==> src/rtl/cache_pkg.sv <==
package cache_pkg;

    // ****************************************
    // Cache geometry
    // ****************************************
    localparam int LINE_NUM       = 16;
    localparam int WORDS_PER_LINE = 4;
    localparam int LINE_SIZE      = WORDS_PER_LINE * 32;
    localparam int OFFSET_WIDTH   = $clog2(LINE_SIZE / 8);
    localparam int INDEX_WIDTH    = $clog2(LINE_NUM);

    // Bit 31 of the byte address is not carried to memory.
    localparam int LINE_ADDR_WIDTH = 32 - OFFSET_WIDTH - 1;
    localparam int TAG_WIDTH       = LINE_ADDR_WIDTH - INDEX_WIDTH;

    // ****************************************
    // Types
    // ****************************************
    typedef logic [31:0]             addr_t;
    typedef logic [31:0]             word_t;
    typedef logic [LINE_SIZE-1:0]    line_t; // Word i sits at bits [32*i +: 32].
    typedef logic [TAG_WIDTH-1:0]    tag_t;
    typedef logic [INDEX_WIDTH-1:0]  index_t;

endpackage

==> src/rtl/mem_pkg.sv <==
package mem_pkg;

    localparam int MEM_LINES      = 1024;
    localparam int MEM_ADDR_WIDTH = $clog2(MEM_LINES);
    localparam int MEM_LATENCY    = 4;   // Start pulse to complete pulse, in cycles.
    localparam int MEM_CNT_WIDTH  = $clog2(MEM_LATENCY);

    localparam logic [31:0] MEM_INIT_KEY = 32'hC0DE0000;

    typedef logic [cache_pkg::LINE_ADDR_WIDTH-1:0] line_addr_t;

    typedef enum logic {
        MODE_READ  = 1'b0,
        MODE_WRITE = 1'b1
    } handle_mode_t;

    // Power-up contents of the backing memory, one word per byte address.
    function automatic cache_pkg::word_t init_word(input cache_pkg::addr_t a);
        return a ^ MEM_INIT_KEY;
    endfunction

endpackage

==> src/rtl/bram.sv <==
module bram #(
    parameter int DATA_WIDTH = 32,
    parameter int DATA_DEPTH = 16
) (
    input  logic                          clk,
    input  logic                          we,
    input  logic [$clog2(DATA_DEPTH)-1:0] addr,
    input  logic [DATA_WIDTH-1:0]         d,
    output logic [DATA_WIDTH-1:0]         q
);

    logic [DATA_WIDTH-1:0] mem [DATA_DEPTH];

    always_ff @(posedge clk) begin
        if (we) begin
            mem[addr] <= d;
            q         <= d;        // Write-first, the new data shows on q.
        end else begin
            q <= mem[addr];
        end
    end

endmodule

==> src/rtl/cache_controller.sv <==
module cache_controller (
    input  logic                  clk,
    input  logic                  rstn,
    input  cache_pkg::addr_t      addr,
    input  cache_pkg::word_t      din,
    input  logic                  re,
    input  logic                  we,
    output cache_pkg::word_t      dout,
    output logic                  data_valid,
    output mem_pkg::line_addr_t   handle_addr,
    output mem_pkg::handle_mode_t handle_mode,
    output cache_pkg::line_t      wline,
    output logic                  handle_start,
    input  cache_pkg::line_t      rline,
    input  logic                  handle_complete
);

    import cache_pkg::*;
    import mem_pkg::*;

    typedef enum logic [2:0] {
        IDLE,
        WRITE_BACK,
        LINE_FETCH,
        LINE_FILL,
        COMPLETE
    } state_t;

    state_t                    state;
    logic                      waiting;
    logic                      lookup;
    index_t                    index;
    tag_t                      tag;
    logic [OFFSET_WIDTH-3:0]   word_sel;
    logic [WORDS_PER_LINE-1:0] word_hot;
    logic [TAG_WIDTH+1:0]      tag_d;
    logic [TAG_WIDTH+1:0]      tag_q;
    logic                      tag_we;
    tag_t                      stored_tag;
    logic                      stored_dirty;
    logic                      stored_valid;
    logic [LINE_NUM-1:0]       line_valid;
    logic                      valid;
    logic                      hit;
    logic                      miss;
    logic                      fill;
    line_t                     fill_line;
    word_t                     data_d [WORDS_PER_LINE];
    word_t                     data_q [WORDS_PER_LINE];
    logic [WORDS_PER_LINE-1:0] data_we;

    assign index    = addr[OFFSET_WIDTH +: INDEX_WIDTH];
    assign tag      = addr[OFFSET_WIDTH + INDEX_WIDTH +: TAG_WIDTH];
    assign word_sel = addr[OFFSET_WIDTH-1:2];
    assign word_hot = WORDS_PER_LINE'(1) << word_sel;

    assign {stored_tag, stored_dirty, stored_valid} = tag_q;
    assign valid = stored_valid && line_valid[index];

    // The RAM outputs belong to the current request only while lookup is high.
    assign hit  = lookup && valid && (stored_tag == tag);
    assign miss = lookup && !hit;

    assign data_valid = hit;
    assign dout       = data_q[word_sel];
    assign fill       = (state == LINE_FILL);

    assign tag_we = fill || (hit && we);
    assign tag_d  = {tag, we, 1'b1};

    // The evicted line goes out under its own tag during write-back.
    assign handle_addr = (state == WRITE_BACK) ? {stored_tag, index} : {tag, index};

    // ****************************************
    // Data and tag arrays
    // ****************************************
    for (genvar i = 0; i < WORDS_PER_LINE; i++) begin : g_word
        assign data_we[i] = fill || (hit && we && word_hot[i]);
        assign data_d[i]  = (we && word_hot[i]) ? din : fill_line[i*$bits(word_t) +: $bits(word_t)];
        assign wline[i*$bits(word_t) +: $bits(word_t)] = data_q[i];

        bram #(
            .DATA_WIDTH($bits(word_t)),
            .DATA_DEPTH(LINE_NUM)
        ) i_data_ram (
            .clk  (clk),
            .we   (data_we[i]),
            .addr (index),
            .d    (data_d[i]),
            .q    (data_q[i])
        );
    end

    bram #(
        .DATA_WIDTH(TAG_WIDTH + 2),
        .DATA_DEPTH(LINE_NUM)
    ) i_tag_ram (
        .clk  (clk),
        .we   (tag_we),
        .addr (index),
        .d    (tag_d),
        .q    (tag_q)
    );

    // ****************************************
    // Request tracking
    // ****************************************
    always_ff @(posedge clk) begin
        if (!rstn) begin
            waiting    <= 1'b1;
            lookup     <= 1'b0;
            line_valid <= '0;
        end else begin
            if (waiting && (re || we)) begin
                waiting <= 1'b0;
            end else if (data_valid) begin
                waiting <= 1'b1;
            end
            // A new request or a finished fill is checked one cycle later.
            lookup <= (waiting && (re || we)) || (state == COMPLETE);
            if (fill) begin
                line_valid[index] <= 1'b1;
            end
        end
    end

    // ****************************************
    // Miss FSM
    // ****************************************
    always_ff @(posedge clk) begin
        if (!rstn) begin
            state        <= IDLE;
            handle_start <= 1'b0;
            handle_mode  <= MODE_READ;
        end else begin
            handle_start <= 1'b0;
            case (state)
                IDLE: begin
                    if (miss) begin
                        handle_start <= 1'b1;
                        if (valid && stored_dirty) begin
                            state       <= WRITE_BACK;
                            handle_mode <= MODE_WRITE;
                        end else begin
                            state       <= LINE_FETCH;
                            handle_mode <= MODE_READ;
                        end
                    end
                end
                WRITE_BACK: begin
                    if (handle_complete) begin
                        state        <= LINE_FETCH;
                        handle_start <= 1'b1;
                        handle_mode  <= MODE_READ;
                    end
                end
                LINE_FETCH: begin
                    if (handle_complete) begin
                        state <= LINE_FILL;
                    end
                end
                LINE_FILL: state <= COMPLETE;
                COMPLETE:  state <= IDLE;
                default:   state <= IDLE;
            endcase
        end
    end

    always_ff @(posedge clk) begin
        if (state == LINE_FETCH && handle_complete) begin
            fill_line <= rline;
        end
    end

    // A transfer is only launched while the FSM waits for it.
    // A write-back only ever carries a valid dirty line.
    assert property (@(posedge clk) disable iff (!rstn)
        handle_start |-> state inside {WRITE_BACK, LINE_FETCH} &&
            (handle_mode == MODE_READ || (valid && stored_dirty)))
        else $error("handle_start in state %s", state.name());

    // Completion is only reported once the miss sequence has returned to IDLE.
    assert property (@(posedge clk) disable iff (!rstn)
        data_valid |-> state == IDLE)
        else $error("data_valid high in state %s", state);

endmodule

==> config.mk <==
export PLATFORM = sky130hd
export DESIGN_NAME = cache_controller
export DESIGN_NICKNAME = d
export VERILOG_FILES = /design/src/rtl/cache_pkg.sv /design/src/rtl/mem_pkg.sv /design/src/rtl/bram.sv /design/src/rtl/cache_controller.sv
export SDC_FILE = /design/constraint.sdc
export NUM_CORES = 2
export LEC_CHECK = 0
export ABC_AREA = 1
export BUFFER_PORTS_ARGS = -buffer_cell sky130_fd_sc_hd__buf_2
export CORE_MARGIN = 10
export CORE_UTILIZATION = 25
export DETAILED_ROUTE_END_ITERATION = 16
export PLACE_DENSITY = 0.42
export SYNTH_ARGS = -nofsm -noshare
export SYNTH_HDL_FRONTEND = slang
export SYNTH_SLANG_ARGS = --single-unit
export TNS_END_PERCENT = 10
==> constraint.sdc <==
create_clock -name clk -period 10.8 [get_ports clk]
set_clock_uncertainty 0.05 [all_clocks]
set_input_delay 2.16 -clock clk [delete_from_list [all_inputs] [get_ports clk]]
set_output_delay 2.16 -clock clk [all_outputs]
set_load 0.1 [all_outputs]
Yosys cells after proc, flatten, opt, wreduce, memory -nomap -nowiden
Memories as Yosys holds them, arrays and structs flattened. A register that Yosys moved wholly into a read port is not among the register bits.
Index checks and enable logic that the tools add are counted.

storage, ports and cells
  register bits after elaboration = 152
  bits in latches = 0
  RAM bits = 2432
  ROM bits = 0
  bits of input ports = 197
  output and inout bits = 190
  logic and storage cells = 93
  memories = 5

operators by class
  $add $sub $neg = 0
  multiply operators = 0
  divide/modulo/power cells = 0
  $lt $le $gt $ge = 3
  equal/unequal tests = 8
  shift operators = 1
  muxes and demuxes = 36
  bitwise logic cells = 2
  reductions and logical operators = 30

memory list
  name                      words  width  read ports  clocked after memory_dff  wr ports  RTL line    text
  g_word[0].i_data_ram.mem  16     32     1           1                         1         bram.sv:12  logic [DATA_WIDTH-1:0] mem [DATA_DEPTH];
  g_word[1].i_data_ram.mem  16     32     1           1                         1         bram.sv:12
  g_word[2].i_data_ram.mem  16     32     1           1                         1         bram.sv:12
  g_word[3].i_data_ram.mem  16     32     1           1                         1         bram.sv:12
  i_tag_ram.mem             16     24     1           1                         1         bram.sv:12

operator list
  kind                                                                                 count
  32-bit two-way mux                                                                   6
  32-bit binary-select mux with 2-bit select                                           1
  27-bit two-way mux                                                                   1
  23-bit == test                                                                       1
  1-bit two-way mux                                                                    19
  1-bit logical AND                                                                    17
  16-bit bitwise OR                                                                    1
  3-bit one-hot mux with 4 select lines                                                1
  3-bit two-way mux                                                                    3
  1-bit logical OR                                                                     7
  3-bit by 2-bit == test with 1-bit output, second input constant                      2
  2-bit != test, second input constant                                                 3
  3-bit AND reduction                                                                  2
  4-bit by 5-bit less-than comparator with 1-bit output, second input constant         1
  1-bit binary-select mux with 4-bit select                                            1
  1-bit demux with 4-bit select                                                        1
  4-bit by 1-bit greater-or-equal comparator with 1-bit output, second input constant  1
  1-bit one-hot mux with 2 select lines                                                2
  2-bit nonzero test                                                                   2
  1-bit by 2-bit left shift with 4-bit output, first input constant                    1
  3-bit by 1-bit == test with 1-bit output, second input constant                      1
  3-bit == test, second input constant                                                 1
  3-bit greater-or-equal comparator, second input constant                             1
  3-bit logical NOT                                                                    1
  other kinds (3)                                                                      3

Logic depth before layout (Yosys ltp)
  depth after elaboration = 10
  mapped depth = 20
  mapped depth without buffers = 19

Cells and area by module
A second synthesis with hierarchy kept.

second synthesis, totals
  cell total of the unflattened synthesis = 10932
  area total of the unflattened synthesis = 113880.5 sq um

modules (own cells, without submodules)
  module                            instances  cells an instance  area each (sq um)  sequential area each (sq um)
  bram at g_word[0].i_data_ram ...  4          2092               22170.0            15454.8
  bram at i_tag_ram                 1          1641               17431.7            12091.6
  cache_controller                  1          923                7768.7             4304.1

Worst setup path after synthesis
No wires, ideal clock.

  path type = input to register
  start = input port handle_complete
  end = register fill_line[0] (enable)
  setup time = 0.616 ns
  arrival time = 7.488 ns
  data required time = 10.134 ns
  slack = 2.646 ns
  stages on the path = 2
  buffers on the path = 0
  cells stage by stage = inv_1 nor2_1

between the ends
  cells in the longest elaborated chain, start to end = 1

ends and longest elaborated chain
  what                  RTL line                 text
  from (decl)           cache_controller.sv:15   input logic handle_complete
  1-bit logical AND     cache_controller.sv:170  if (state == LINE_FETCH && handle_complete) begin
  to (signal assigned)  cache_controller.sv:171  fill_line <= rline;
  to (decl)             cache_controller.sv:47   line_t fill_line;

No other way between the ends.
A chain may end at the register's enable or synchronous reset.

==> flow_metrics.tcl <==
set metrics [dict create \
    finalWirelength_um 402000 \
    final_layout_size_suffix_gt1_frac 0.142 \
    critical_path.max_fanout 141 \
    grt_pass1_vias 66200 \
    p_per_area_nw_per_um2 200 \
    pin_count_of_the_biggest_net_entering_global_routing 182 \
    final.period_utilization 0.754 \
    routabilityCongestion 0.776 \
    place_hpwl_um 236000 \
    post_cts_hold_buffer_count 0 \
    r2r_cells 16 \
    synth_sequential_area_ratio 0.755 \
    tritoncts_num_sinks 2587 \
    core_footprint_um2 409000 \
    syn2layout_area_growth_pct 18.6 \
    routed_via_density 4.90 \
    max_capacitance_violation_count 0 \
    fin_hold_ws_ps 405 \
    timing.final.hold_violations 0 \
    worst-endpoint-required_ps 8590 \
    via_count 68600 \
    syn-cell-area_um2 102000 \
    global_route.overflow_total 0 \
    detailed_router_s_first_iteration_violation_count 6345 \
    netlist_top_cells_area "edfxtp_1, o21ai_0, nor2_1" \
    fp-row-count 235 \
    antenna_violating_nets_post_route 0 \
    power_uw 24300 \
    finalMaxSlewViolations 0 \
    static-leakage-power_uw 0.0395 \
    r2r_setup_slack_ps 4160 \
    setup_viol 0 \
    crit_arrival_ps 5930 \
    chipWidth_um 660 \
    timing.slew.headroom 0.0461 \
    total_routing_resource_utilization_after_global_routing 0.177 \
    syn-instance-count 7913 \
    drt_drc_violations_left 0 \
    critical_path.startpoint_type "flip-flop" \
    global_route_wire_length_before_repair_um 546000 \
    terminus_of_the_critical_flop_to_flop_path "g_word[2].i_data_ram.mem[5][16]" \
    synth_seq_cells 2587 \
    total_die_area_um2 436000 \
    totalNegativeSetupSlack_ps 0 \
    placed_area_um2 112000 \
    ir_drop_mv 0.124 \
    grt_setup_unrepaired "no" \
    cts_made_buffers 299 \
    count_of_filler_cells_inserted_in_the_layout 41000 \
    top_level_ports 387 \
    cts.repair.resized 0 \
    yosys.area.top_type_share 0.750 \
    worstHoldStart "line_valid[10]" \
    crit_path_end_kind "output pin" \
    f_max_mhz 123 \
    cts-root-buf "clkbuf_16" \
    synth_nets 8110 \
    cts_setup_buffers 0 \
    fin_nets 8484 \
    h_tree_levels 5 \
    worst_pin_slew_ps 1420 \
    wl_per_cell_um 28.7 \
    yosysUniqueCellTypes 34 \
    ys_warn_count 0 \
    io_buffer_count 383 \
    period_minus_slack_ps 8140 \
    min_to "line_valid[10]" \
    critical_path_class "flip-flop to output pin" \
    start_util 0.251 \
    min_path_type "flip-flop to flip-flop" \
    antenna_found_initial 42 \
    finish.instance_area_um2 122000 \
    holdPathStages 2 \
    clk_pin_slew_worst_paths_ps 60 \
    postSynthAreaPerCell_um2 13.0 \
    outcome "finished, final reports clean" \
    cts_tree "done" \
    count_of_tritonroute_iterations_in_the_first_routing_pass 6 \
    die_h_um 660 \
    worstSkewPairLatency_ps 950 \
    synth_largest_area_cell "edfxtp_1" \
    clock_path_buffers 4 \
]
## flip-flops by register name, summed over array words and instances (netlist names), named ones only
signal,count
handle_mode,1
waiting,1
state,3
lookup,1
handle_start,1
g_word.i_data_ram.mem,2048
line_valid,16
i_tag_ram.mem,384
fill_line,128
## kinds of logic after synthesis
| logic type | after synthesis | share of synthesized area |
|---|---|---|
| multiplexers | 13 | 0.00127 |
| buffers and inverters | 742 | 0.0298 |
| flip-flops | 2587 | 0.755 |
| AO/OA/AOI/OAI | 2075 | 0.116 |
| AND/OR/NAND/NOR | 2496 | 0.0974 |
## area by class of cell
cell class,instances,area (µm²),share of cell area
clock buffer,369,7880,0.0649
timing repair buffer,639,4110,0.0338
antenna,23,57.6,0.000474
multi-input combinational,4584,23100,0.190
clock inverter,162,1430,0.0117
sequential,2587,77400,0.637
tap,5451,6820,0.0561
inverter,176,697,0.00573
## how the worst max path moves through the flow
stage,start,to
2_1_floorplan,handle_complete,fill_line[0]
3_3_place_gp,addr[4],data_valid
3_5_place_dp,addr[4],data_valid
4_1_cts,flip-flop,dout[30]
5_1_grt,flip-flop,dout[7]
6_report,flip-flop,dout[30]
## synth_stat cells (all sizes together)
| cell | n |
|---|---|
| inv | 173 |
| o22ai | 349 |
| nor3 | 2 |
| o221ai | 211 |
| clkbuf | 391 |
| a21oi | 85 |
| o21ai | 1329 |
| o211ai | 90 |
| mux2i | 13 |
| a21boi | 1 |
| or2 | 5 |
| nand4 | 32 |
| nand2 | 905 |
| nand3 | 346 |
| o221a | 2 |
| nor2 | 1198 |
| edfxtp | 2560 |
| clkinv | 3 |
| buf | 175 |
| nand3b | 8 |
| dfxtp | 27 |
| o32ai | 8 |
## worst max-delay path, cell delays in order (launching register included)
cell	delay, ps
dfxtp_4	720
buf_12	490
buf_4	670
buf_4	490
o21ai_0	210
o22ai_1	200
nor2_1	70
o32ai_2	670
nand2_1	210
nand4_1	430
buf_2	530
## power breakdown
| part | leakage [µW] | total (µW) | internal, µW | switching (µW) |
|---|---|---|---|---|
| registers | 0.0233 | 11500 | 11500 | 71.2 |
| logic | 0.0117 | 2960 | 474 | 2490 |
| clock network | 0.00456 | 9810 | 5590 | 4210 |
| total | 0.0395 | 24300 | 17500 | 6770 |
## through the flow
step,utilization,worst slack [ps],std cells
after detailed placement,0.274,3720,13400
after global routing,0.297,2700,14000
after global placement,0.274,3660,13400
after floorplan,-,2650,7913
final,0.297,2660,14000
after CTS,0.297,2730,14000
## metal layers
layer	share of wire	track usage	wire (µm)	vias to the layer above
li1	-	-	-	30200
met1	0.41	0.224	163000	35300
met2	0.48	0.300	193000	2504
met3	0.060	0.0249	24100	609
met4	0.054	0.0805	21700	2
met5	0.000025	0	10	-
## cells in the final DEF, fill, tap and decap left out, drive strengths merged
| cell | instances |
|---|---|
| nand3b | 8 |
| or2 | 5 |
| edfxtp | 2560 |
| nand4 | 32 |
| o22ai | 349 |
| o221ai | 211 |
| dfxtp | 27 |
| clkinv | 126 |
| a21oi | 85 |
| clkbuf | 369 |
| nor3 | 2 |
| mux2i | 13 |
| o21ai | 1329 |
| clkinvlp | 7 |
| diode | 23 |
| o211ai | 90 |
| inv | 189 |
| o221a | 2 |
| nand3 | 346 |
| buf | 639 |
| nand2 | 905 |
| bufinv | 16 |
| nor2 | 1198 |
| o32ai | 8 |
| a21boi | 1 |
No activity file was read; power rests on OpenSTA's default activity.
